### config.mk
export PLATFORM = sky130hd
export DESIGN_NAME = rsp_queue
export DESIGN_NICKNAME = d
export VERILOG_FILES = /design/src/common/mem_pkg.sv /design/src/logic/rsp_queue.sv
export VERILOG_INCLUDE_DIRS = /design/src /design/src/common
export SDC_FILE = /design/constraint.sdc
export NUM_CORES = 1
export LEC_CHECK = 0
export BUFFER_PORTS_ARGS = -buffer_cell sky130_fd_sc_hd__buf_2
export CORE_MARGIN = 4
export CORE_UTILIZATION = 35
export DETAILED_ROUTE_END_ITERATION = 6
export RECOVER_POWER = 100
export SETUP_SLACK_MARGIN = 0.1
export SYNTH_ARGS = -nofsm -noshare
export SYNTH_HDL_FRONTEND = slang
export SYNTH_SLANG_ARGS = --single-unit
### constraint.sdc
create_clock -name clk_i -period 2.95 [get_ports clk_i]
set_input_delay 0.1475 -clock clk_i [delete_from_list [all_inputs] [get_ports clk_i]]
set_output_delay 0.1475 -clock clk_i [all_outputs]
set_load 0.03 [all_outputs]
### src/common/mem_cfg.svh
`ifndef MEM_CFG_SVH
`define MEM_CFG_SVH

// byte address width on the slave port
`define AXI_ADDR_W 32

// data width, one beat per transfer
`define AXI_DATA_W 32

// transaction id width, carried through to b and r
`define AXI_ID_W 4

// word index width, 1024 words of storage
`define MEM_ADDR_BITS 10

// response queue slots, equal to the issuer credits
`define MEM_RSP_DEPTH 4

`endif

### src/common/mem_pkg.sv
`default_nettype none
`include "mem_cfg.svh"

package mem_pkg;

    // request into the ram, one per accepted aw/w pair or ar
    typedef struct packed {
        logic                     we;       // 1 = write, 0 = read
        logic [`MEM_ADDR_BITS-1:0] addr;    // word index, byte offset dropped
        logic [`AXI_DATA_W-1:0]   wdata;
        logic [`AXI_DATA_W/8-1:0] strb;     // all ones on reads
        logic [`AXI_ID_W-1:0]     id;
    } mem_req_t;

    // response out of the ram, pushed into the queue
    typedef struct packed {
        logic                   we;         // selects b or r downstream
        logic [`AXI_ID_W-1:0]   id;
        logic [`AXI_DATA_W-1:0] rdata;      // don't care for writes
    } mem_rsp_t;

endpackage

`default_nettype wire

### src/logic/rsp_queue.sv
`timescale 1ns/1ps
`default_nettype none
`include "mem_cfg.svh"

module rsp_queue
    import mem_pkg::*;
(
    input  wire logic     clk_i,
    input  wire logic     rst_ni,
    input  wire mem_rsp_t push_i,
    input  wire logic     push_valid_i,
    output mem_rsp_t      head_o,
    output logic          not_empty_o,
    input  wire logic     pop_i,
    output logic          credit_return_o
);

    localparam int DEPTH = `MEM_RSP_DEPTH;
    localparam int PTR_W = (DEPTH > 1) ? $clog2(DEPTH) : 1;
    localparam int CNT_W = $clog2(DEPTH + 1);

    mem_rsp_t          slot_q [DEPTH];
    logic [PTR_W-1:0]  wr_ptr_q;
    logic [PTR_W-1:0]  rd_ptr_q;
    logic [CNT_W-1:0]  count_q;
    logic              do_pop;
    logic              full;

    assign not_empty_o     = (count_q != '0);
    assign full            = (count_q == CNT_W'(DEPTH));
    assign do_pop          = pop_i & not_empty_o;
    assign credit_return_o = do_pop;             // one credit back per entry leaving
    assign head_o          = slot_q[rd_ptr_q];

    always_ff @(posedge clk_i) begin
        if (push_valid_i) begin
            slot_q[wr_ptr_q] <= push_i;
        end
    end

    always_ff @(posedge clk_i) begin
        if (!rst_ni) begin
            wr_ptr_q <= '0;
            rd_ptr_q <= '0;
            count_q  <= '0;
        end else begin
            if (push_valid_i) begin
                wr_ptr_q <= (wr_ptr_q == PTR_W'(DEPTH - 1)) ? '0 : wr_ptr_q + 1'b1;
            end
            if (do_pop) begin
                rd_ptr_q <= (rd_ptr_q == PTR_W'(DEPTH - 1)) ? '0 : rd_ptr_q + 1'b1;
            end
            count_q <= count_q + CNT_W'(push_valid_i) - CNT_W'(do_pop);
        end
    end

    // credits upstream must keep the ram pipeline from overrunning us
    a_no_overflow: assert property (@(posedge clk_i) disable iff (!rst_ni)
        push_valid_i |-> !full || pop_i)
        else $error("push into full response queue");

    a_no_underflow: assert property (@(posedge clk_i) disable iff (!rst_ni)
        pop_i |-> not_empty_o)
        else $error("pop from empty response queue");

endmodule

`default_nettype wire

==> metrics.csv <==
stage;metric;value;unit
placement;io_buffers;79;
floorplanning;dieWidth;137;um
floorplanning;rows;47;
clock_tree;cts_setup_buffers;0;
cells_and_area;fin_cells;603;
setup_path;crit_slowest_cell;dfxtp_4;
setup_path;r2r_cells;3;
placement;dpl_cell_area;0.00653;sq mm
grt;antenna_found_initial;1;
clock_tree;numCtsBuffers;17;
timing;finalHoldViolations;0;
floorplanning;die-area;0.0189;sq mm
yosys;seq_area_frac_synth;0.790;
clock_tree;clock_sinks;157;
grt;grt_pass1_wl;16000;um
cells_and_area;area_delta_synth_final;27.8;%
pwr;leakage;2.42;nW
setup_path;critPathCaptureType;output port;
timing;period_share;0.789;
yosys;syn_nets;286;
pwr;peakVddDrop;547;uV
pwr;seqPwrFrac;0.433;
timing;slew_violations;16;
setup_path;cp.required;2.80;ns
setup_path;rrSetupSlack;0.63;ns
timing;worst_pin_slew;1.51;ns
yosys;synth_top_area_frac;0.759;
routing;avgRoutedWirePerCell;17.2;um
grt;first_global_vias;2942;
setup_path;arrival;2.18;ns
yosys;yosys-top-cells-area;edfxtp_1, mux4_2, mux4_1;
clock_tree;h-tree-depth;4;
clock_tree;clk_latency;0.42;ns
setup_path;crit_buf_inv;1;
pwr;total_power;6.29;mW
yosys;synth_warnings;0;
routing;ant_nets;0;
timing;setup_viol;0;
clock_tree;cts_buffer_depth;2;
pwr;pwr-share-comb;0.178;
setup_path;r2r-start;wr_ptr_q[0];
setup_path;crit_family;flip-flops;
setup_path;cp-start-kind;register;
yosys;synth_cell_type_count;21;
worst_hold_path;holdPathStages;3;
routing;vias_per_cell;4.60;
timing;fin_setup_tns;0;ns
pwr;p_sw;1.67;mW
timing;finalCriticalPeriod;2.33;ns
yosys;synth-seq-cells;157;
cells_and_area;final_cell_area;0.00748;sq mm
cells_and_area;finalNetCount;419;
routing;drc;0;
pwr;netSwitchingFraction;0.265;
routing;firstDrtPassIters;4;
clock_tree;root_buffer;clkbuf_16;
routing;wl;10300;um
clock_tree;post_cts_resized;0;
timing;rsz0062_at_grt;false;
cells_and_area;fillerInstances;1457;
grt;grt.overflow.total;0;
floorplanning;core-area;0.0165;sq mm
placement;dp_slack;1.01;ns
placement;gp_congestion;0.608;
worst_hold_path;worstHoldEndpoint;wr_ptr_q[1];
timing;fin_hold_ws;0.0873;ns
yosys;avgSynthCellArea;24.7;sq um
grt;grt_usage;0.119;
yosys;yosys.area.top_type;edfxtp_1;
yosys;syn-cell-area;0.00586;sq mm
placement;placed_cells;533;
cells_and_area;drive_above_1_share;0.188;
timing;fmax;430;MHz
pwr;power_density;841;mW/mm^2
timing;setup_ws;0.624;ns
run;max-cap-violations;1;
setup_path;path_class;reg -> out;
setup_path;r2r-end;slot_q[1][4];
grt;grt_max_degree;38;
setup_path;critical_path_depth;2;
floorplanning;fp.dieH;137;um
cells_and_area;n_antenna_cell;0;
timing;relSlewSlack;-0.00856;
cells_and_area;fin_util;0.454;
setup_path;cp_max_fo;37;
outcome;violations;max-capacitance violations, max-slew violations;
yosys;synthCells;237;
outcome;status;complete, but fails checks;
worst_hold_path;min_from;push_valid_i;
routing;drt_iter0_drc;82;
setup_path;slowest_delay;0.85;ns
placement;dp_hpwl;6400;um
floorplanning;start_util;0.356;
pwr;p_clk_frac;0.389;
timing;fin_skew;0.00829;ns
pwr;internal-power;4.62;mW
clock_tree;cts_tree;done;
floorplanning;ioPinCount;80;
worst_hold_path;hp-class;in -> reg;
setup_path;crit_path_cell_trace;mux4_1 -> clkbuf_1;
routing;vias;2776;
clock_tree;cts.clk_slew.worst_paths;0.06;ns
==> state kept, by name (all words and copies together), names as in the netlist, named ones only <==
signal,cells
slot_q,148
count_q,3
wr_ptr_q,2
rd_ptr_q,2
==> worst min-delay path, cell delays in order <==
cell	delay, ns
buf_2	0.15
mux2i_1	0.09
nor2_1	0.08
==> cell usage in the layout (no fill, tap or decap), drive strengths merged <==
master / synthesis / final
edfxtp: 148 / 148
nand2: 3 / 3
and2: 5 / 5
clkbuf: 1 / 94
mux4: 37 / 37
xnor3: 1 / 1
buf: 7 / 8
nor2: 3 / 3
or3b: 2 / 2
inv: 6 / 8
clkinv: 0 / 5
ha: 7 / 7
bufinv: 0 / 6
dlygate4sd3: 0 / 38
a21oi: 1 / 1
mux2i: 3 / 3
or3: 1 / 1
nand2b: 1 / 1
clkinvlp: 0 / 1
dfxtp: 9 / 9
fa: 1 / 1
o31a: 1 / 1
==> repair_timing <==
action	in CTS	in global routing
hold buffers	38	0
setup endpoints to repair	0	0
endpoints found under the hold margin	149	0
==> cells by family after synthesis <==
family,after synthesis,synth area share
AOI/OAI and AO/OA,2,0.00235
xor gates and xnor gates,1,0.00385
adders and majority gates,8,0.0184
buffers and inverters,14,0.0194
DFF,157,0.790
muxes,40,0.152
and+or+nand+nor,15,0.0143
==> layer usage <==
layer,up-vias,GRT usage,part of all wire
met3,20,0.0387,0.052
li1,1262,-,-
met4,2,0.0582,0.022
met1,1433,0.142,0.41
met2,59,0.197,0.51
met5,-,0,0.0013
==> final cells by class <==
class                           instances  area [sq um]  area share
Sequential cell                       157          4630       0.619
Multi-Input combinational cell         66          1120       0.149
Timing Repair Buffer                  122           768       0.103
Clock buffer                           18           429      0.0574
Tap cell                              220           275      0.0368
Clock inverter                         14           240      0.0321
Inverter                                6          22.5     0.00301
==> synth_stat cells <==
master / number
edfxtp_1: 148
mux4_2: 30
dfxtp_1: 9
ha_1: 7
mux4_1: 7
inv_1: 6
and2_1: 5
buf_12: 3
buf_2: 3
mux2i_1: 3
nand2_1: 3
nor2_1: 3
or3b_2: 2
a21oi_1: 1
buf_6: 1
clkbuf_2: 1
fa_1: 1
nand2b_1: 1
o31a_1: 1
or3_1: 1
xnor3_1: 1
==> power groups by stage <==
stage	Sequential [mW]	Clock, mW	Combinational [mW]
3_3_place_gp	2.78	0	1.14
3_5_place_dp	2.79	0	1.16
5_1_grt	2.76	2.60	1.21
2_1_floorplan	2.64	0	1.02
6_report	2.73	2.44	1.12
4_1_cts	2.74	2.50	1.20
==> how the worst max path moves through the flow <==
stage	end	from	slack [ns]
after global routing	slot_q[2][23]	wr_ptr_q[0]	0.45
after detailed placement	count_q[2]	count_q[1]	1.01
final	head_o[0]	register	0.62
after floorplan	count_q[2]	count_q[1]	0.92
after global placement	head_o[35]	register	1.03
after CTS	head_o[0]	register	0.57
(Power assumes the default switching activity.)
