[src/common/mem_cfg.svh]
`ifndef MEM_CFG_SVH
`define MEM_CFG_SVH

// byte address width on the slave port
`define AXI_ADDR_W 32

// data width, one beat per transfer
`define AXI_DATA_W 32

// transaction id width, carried through to b and r
`define AXI_ID_W 4

// word index width, 1024 words of storage
`define MEM_ADDR_BITS 10

// response queue slots, equal to the issuer credits
`define MEM_RSP_DEPTH 4

`endif

[src/common/axi_pkg.sv]
`default_nettype none
`include "mem_cfg.svh"

package axi_pkg;

    typedef enum logic [1:0] {
        AXI_RESP_OKAY = 2'b00               // only response this slave gives
    } axi_resp_e;

    typedef struct packed {
        logic [`AXI_ID_W-1:0]   id;         // write id, echoed on b
        logic [`AXI_ADDR_W-1:0] addr;       // byte address
    } axi_aw_t;

    typedef struct packed {
        logic [`AXI_DATA_W-1:0]   data;
        logic [`AXI_DATA_W/8-1:0] strb;     // one enable per byte lane
    } axi_w_t;

    typedef struct packed {
        logic [`AXI_ID_W-1:0]   id;         // read id, echoed on r
        logic [`AXI_ADDR_W-1:0] addr;
    } axi_ar_t;

    typedef struct packed {
        logic [`AXI_ID_W-1:0] id;
        axi_resp_e            resp;
    } axi_b_t;

    typedef struct packed {
        logic [`AXI_ID_W-1:0]   id;
        logic [`AXI_DATA_W-1:0] data;
        axi_resp_e              resp;
    } axi_r_t;

endpackage

`default_nettype wire

[src/common/mem_pkg.sv]
`default_nettype none
`include "mem_cfg.svh"

package mem_pkg;

    // request into the ram, one per accepted aw/w pair or ar
    typedef struct packed {
        logic                     we;       // 1 = write, 0 = read
        logic [`MEM_ADDR_BITS-1:0] addr;    // word index, byte offset dropped
        logic [`AXI_DATA_W-1:0]   wdata;
        logic [`AXI_DATA_W/8-1:0] strb;     // all ones on reads
        logic [`AXI_ID_W-1:0]     id;
    } mem_req_t;

    // response out of the ram, pushed into the queue
    typedef struct packed {
        logic                   we;         // selects b or r downstream
        logic [`AXI_ID_W-1:0]   id;
        logic [`AXI_DATA_W-1:0] rdata;      // don't care for writes
    } mem_rsp_t;

endpackage

`default_nettype wire

[src/logic/axi_req_issue.sv]
`timescale 1ns/1ps
`default_nettype none
`include "mem_cfg.svh"

module axi_req_issue
    import axi_pkg::*;
    import mem_pkg::*;
(
    input  wire logic clk_i,
    input  wire logic rst_ni,
    input  wire axi_aw_t aw_i,
    input  wire logic    aw_valid_i,
    output logic         aw_ready_o,
    input  wire axi_w_t  w_i,
    input  wire logic    w_valid_i,
    output logic         w_ready_o,
    input  wire axi_ar_t ar_i,
    input  wire logic    ar_valid_i,
    output logic         ar_ready_o,
    input  wire logic    credit_return_i,   // one slot freed in the queue
    output mem_req_t     mem_req_o,
    output logic         mem_req_valid_o
);

    localparam int CRED_W = $clog2(`MEM_RSP_DEPTH + 1);
    localparam int OFF_W  = $clog2(`AXI_DATA_W / 8);   // byte offset bits in an address

    logic [CRED_W-1:0] credits_q;
    logic [CRED_W-1:0] credits_d;
    logic              has_credit;
    logic              wr_req;                   // aw and w both presented
    logic              issue;

    assign has_credit = (credits_q != '0);
    assign wr_req     = aw_valid_i & w_valid_i;

    // writes win, ar only sees ready when no write pair is waiting
    assign aw_ready_o = has_credit & wr_req;
    assign w_ready_o  = has_credit & wr_req;
    assign ar_ready_o = has_credit & ~wr_req;

    assign issue           = has_credit & (wr_req | ar_valid_i);
    assign mem_req_valid_o = issue;

    always_comb begin
        mem_req_o.we    = wr_req;
        mem_req_o.wdata = w_i.data;
        if (wr_req) begin
            mem_req_o.addr = aw_i.addr[OFF_W +: `MEM_ADDR_BITS];
            mem_req_o.strb = w_i.strb;
            mem_req_o.id   = aw_i.id;
        end else begin
            mem_req_o.addr = ar_i.addr[OFF_W +: `MEM_ADDR_BITS];
            mem_req_o.strb = '1;                 // full word on reads
            mem_req_o.id   = ar_i.id;
        end
    end

    // spend on issue, regain on return, both cancel out
    always_comb begin
        credits_d = credits_q;
        if (issue && !credit_return_i) begin
            credits_d = credits_q - 1'b1;
        end else if (!issue && credit_return_i) begin
            credits_d = credits_q + 1'b1;
        end
    end

    always_ff @(posedge clk_i) begin
        if (!rst_ni) begin
            credits_q <= CRED_W'(`MEM_RSP_DEPTH);   // queue starts empty
        end else begin
            credits_q <= credits_d;
        end
    end

    // a return without an outstanding credit means the queue popped a phantom entry
    a_credit_bound: assert property (@(posedge clk_i) disable iff (!rst_ni)
        credits_q <= CRED_W'(`MEM_RSP_DEPTH))
        else $error("credit counter above queue depth");

    // every return pays back a credit spent earlier, so some must be out
    a_return_owed: assert property (@(posedge clk_i) disable iff (!rst_ni)
        credit_return_i |-> credits_q != CRED_W'(`MEM_RSP_DEPTH))
        else $error("credit returned while all credits are home");

endmodule

`default_nettype wire

[config.mk]
export PLATFORM = sky130hd
export DESIGN_NAME = axi_req_issue
export DESIGN_NICKNAME = d
export VERILOG_FILES = /design/src/common/axi_pkg.sv /design/src/common/mem_pkg.sv /design/src/logic/axi_req_issue.sv
export VERILOG_INCLUDE_DIRS = /design/src /design/src/common
export SDC_FILE = /design/constraint.sdc
export NUM_CORES = 1
export LEC_CHECK = 0
export ABC_CLOCK_PERIOD_IN_PS = 1800
export BUFFER_PORTS_ARGS = -buffer_cell sky130_fd_sc_hd__buf_4
export CAP_MARGIN = 20
export CELL_PAD_IN_SITES_DETAIL_PLACEMENT = 1
export CELL_PAD_IN_SITES_GLOBAL_PLACEMENT = 1
export CORE_MARGIN = 5
export CORE_UTILIZATION = 10
export CTS_CLUSTER_DIAMETER = 50
export DETAILED_ROUTE_END_ITERATION = 8
export PLACE_DENSITY = 0.71
export SLEW_MARGIN = 20
export SYNTH_ARGS = -nofsm -noshare
export SYNTH_HDL_FRONTEND = slang
export SYNTH_SLANG_ARGS = --single-unit
[constraint.sdc]
create_clock -name clk_i -period 1.8 [get_ports clk_i]
set_clock_uncertainty 0.15 [all_clocks]
set_input_delay 0.09 -clock clk_i [delete_from_list [all_inputs] [get_ports clk_i]]
set_output_delay 0.09 -clock clk_i [all_outputs]
set_load 0.02 [all_outputs]
==> results.md <==
- Avg Inst Size Synth: 8.948 um2
- Setup ws final: 0.03513 ns
- Dpl ws: -0.03752 ns
- Largest net degree at the start of global routing: 21
- FMAX: 0.5666 GHz
- CTS root buf: clkbuf_8
- Post-synthesis mux area share: 29.73%
- Met1 usage: 4.086%
- Via Count: 610
- CTS H-tree depth: 1
- CP Capture Type: flip-flop
- GRT Resource Usage Total: 4.560%
- PwrDens: 636.4 nW/um2
- HPWL reported at the end of detailed placement: 1804 um
- Worst slew margin relative to its limit: 60.27%
- Drt total wl: 2121 um
- Min-Delay Path Class: in -> out
- Clock transition at path regs: 0.03 ns
- Adder-Cell Fraction of Synth Area: 4.602%
- Synthesized instance count: 79
- Status: finished clean
- CTS tree: yes
- Num rows: 30
- Crit path max fanout: 2
- Endpoints failing setup: 0
- Prevailing post-synth register cell: dfxtp_1
- Fin crit period: 1.765 ns
- Total Power: 733.4 uW
- Hold Violations, Final: 0
- Gr ovfl total: 0
- Most flops, register: credits_q
- Die H: 94.08 um
- Detailed Routing Iterations Pass 1: 4
- Setup CP Type: reg -> reg
- Layout area overhead: 63.01%
- Ys Warns: 0
- First-pass GRT wire length: 3222 um
- Synth Area in Compound Gates: 2.124%
- Post-layout util: 16.87%
- Final Max Slew Viols: 0
- Port Buffer Count: 60
- RePlAce Congestion: 0.7019
- # DRC: 0
- Combinational family with the most area after synthesis: buffers and inverters
- Distinct cells, synth: 19
- GR peak layer: met2
- # fillers: 830
- Core Area: 6832 um2
- Clock Path Buffers: 2
- Clk_lat worst skew: 0.22 ns
- # IOs: 169
- Total CTS buffers: 3
- Wirelength per Cell: 10.00 um
- Initial Util: 10.35%
- Final Net Count: 233
- Max-cap viol count: 0
- Die area: 8851 um2
- Final Cycle Share: 98.05%
- Peak supply drop: 172.3 uV
- Ant. Diodes: 0
- Vias in the first global route: 726
- Placement Cell Area: 1065 um2
- Layout cells sized above 1: 84.48%
- Leakage: 0.0005738 uW
- Met2 Use GR: 8.930%
- Antenna viol nets, final: 0
- M3 GR Usage: 1.683%
- Die W: 94.08 um
- Post-Synth Simple-Gate Area: 10.62%
- Number of DRC markers in iteration 0: 10
- Top Registers: credits_q (3)
- Vias per cell: 2.877
- Post-route cell area: 1152 um2
- Post-synthesis sequential area ratio: 8.496%
- Initial antenna violation count: 0
- Crit path arrival time: 1.77 ns
- Post-Synthesis Cell Area: 706.9 um2
- Setup crit start kind: flip-flop
- Synth async-reset ratio: 0%
- Worst EP required: 1.80 ns
- Register bit count reported by yosys: 3
- Max reg flops: 3
- Worst-Margin Slew: 0.5938 ns
- EDFF count, synth: 0
- Mapped Nets: 195
- XOR/XNOR Fraction of Synth Area: 2.478%
- RSZ-0062 raised after global routing: true
- Clock sinks: 3
-- worst paths after layout --
kind         depth (start not counted)          from       endpoint  slack [ns]
min reg2reg                          3  credits_q[2]   credits_q[2]        0.47
max                                  8  credits_q[0]   credits_q[2]        0.04
max reg2reg                          8  credits_q[0]   credits_q[2]        0.04
min                                  0       w_i[11]  mem_req_o[15]        0.03
-- cell usage in the layout, fill, tap and decap left out --
| cell | Yosys | layout |
|---|---|---|
| buf_4 | 34 | 68 |
| mux2_4 | 14 | 14 |
| inv_1 | 5 | 4 |
| or2_2 | 4 | 4 |
| clkbuf_8 | 0 | 3 |
| dfxtp_2 | 0 | 3 |
| nor2_1 | 3 | 2 |
| and2_1 | 2 | 2 |
| nand2_2 | 1 | 1 |
| nor3_4 | 0 | 1 |
| a21oi_1 | 1 | 1 |
| nor2_4 | 0 | 1 |
| inv_2 | 0 | 1 |
| xor2_1 | 1 | 1 |
| or3_1 | 1 | 1 |
| o21ai_0 | 2 | 1 |
| nand3_1 | 1 | 1 |
| xnor2_1 | 1 | 1 |
| nand2_1 | 1 | 1 |
| o21ai_1 | 0 | 1 |
| fa_2 | 0 | 1 |
| ha_4 | 0 | 1 |
| clkbuf_1 | 0 | 1 |
| dlygate4sd3_1 | 0 | 1 |
-- area by class of cell --
class	instances	area, um2	area share [%]
Sequential cell	3	63.81	5.537
Multi-Input combinational cell	35	384.1	33.33
Timing Repair Buffer	69	520.5	45.17
Inverter	5	18.77	1.629
Clock buffer	4	45.04	3.909
Tap cell	96	120.1	10.42
-- critical path, cell delays in order (launching register included) --
cell	delay, ns
dfxtp_2	0.34
nor3_4	0.06
nor2_4	0.11
ha_4	0.15
inv_2	0.03
fa_2	0.32
xor2_1	0.15
or3_1	0.31
nand3_1	0.08
-- synth_stat cells (2+ instances only) --
cell type  number  area, um2
buf_4          34      255.2
mux2_4         14      210.2
inv_1           5      18.77
or2_2           4      25.02
dfxtp_1         3      60.06
nor2_1          3      11.26
and2_1          2      12.51
buf_6           2      22.52
o21ai_0         2      10.01
-- report_power, final --
part / total (uW) / switching [uW] / internal (uW)
clock: 195 / 44.0 / 151
combinational: 428 / 178 / 250
sequential: 110 / 19.0 / 91.0
total: 733 / 241 / 492
-- per-layer routing --
| metal | vias to the layer above | wire length [um] |
|---|---|---|
| met5 | - | 0 |
| met2 | 40 | 1226 |
| met1 | 277 | 660 |
| li1 | 290 | - |
| met4 | 0 | 17 |
| met3 | 3 | 216 |
-- cells by family after synthesis --
family	after synthesis
muxes	14
adders and majority gates	2
and+or+nand+nor	14
buffers and inverters	41
xor gates and xnor gates	2
DFF	3
AOI/OAI and AO/OA	3
-- per-stage QoR --
stage | std cells | TNS [ns] | hold slack (ns)
after detailed placement | 205 | -0.06048 | 0.03014
after floorplan | 79 | -0.05227 | 0.01183
after CTS | 211 | 0 | 0.03014
after global placement | 205 | -0.03643 | 0.03014
final | 212 | 0 | 0.03001
after global routing | 212 | -0.06294 | 0.03003
-- what timing repair did --
item	4_1_cts	5_1_grt
pin swaps	1	2
endpoints found under the setup margin	2	2
hold buffers	1	0
buffers inserted	1	1
hold endpoints to repair	3	0
gates resized for setup	3	2
No activity file was read; power rests on OpenSTA's default activity.
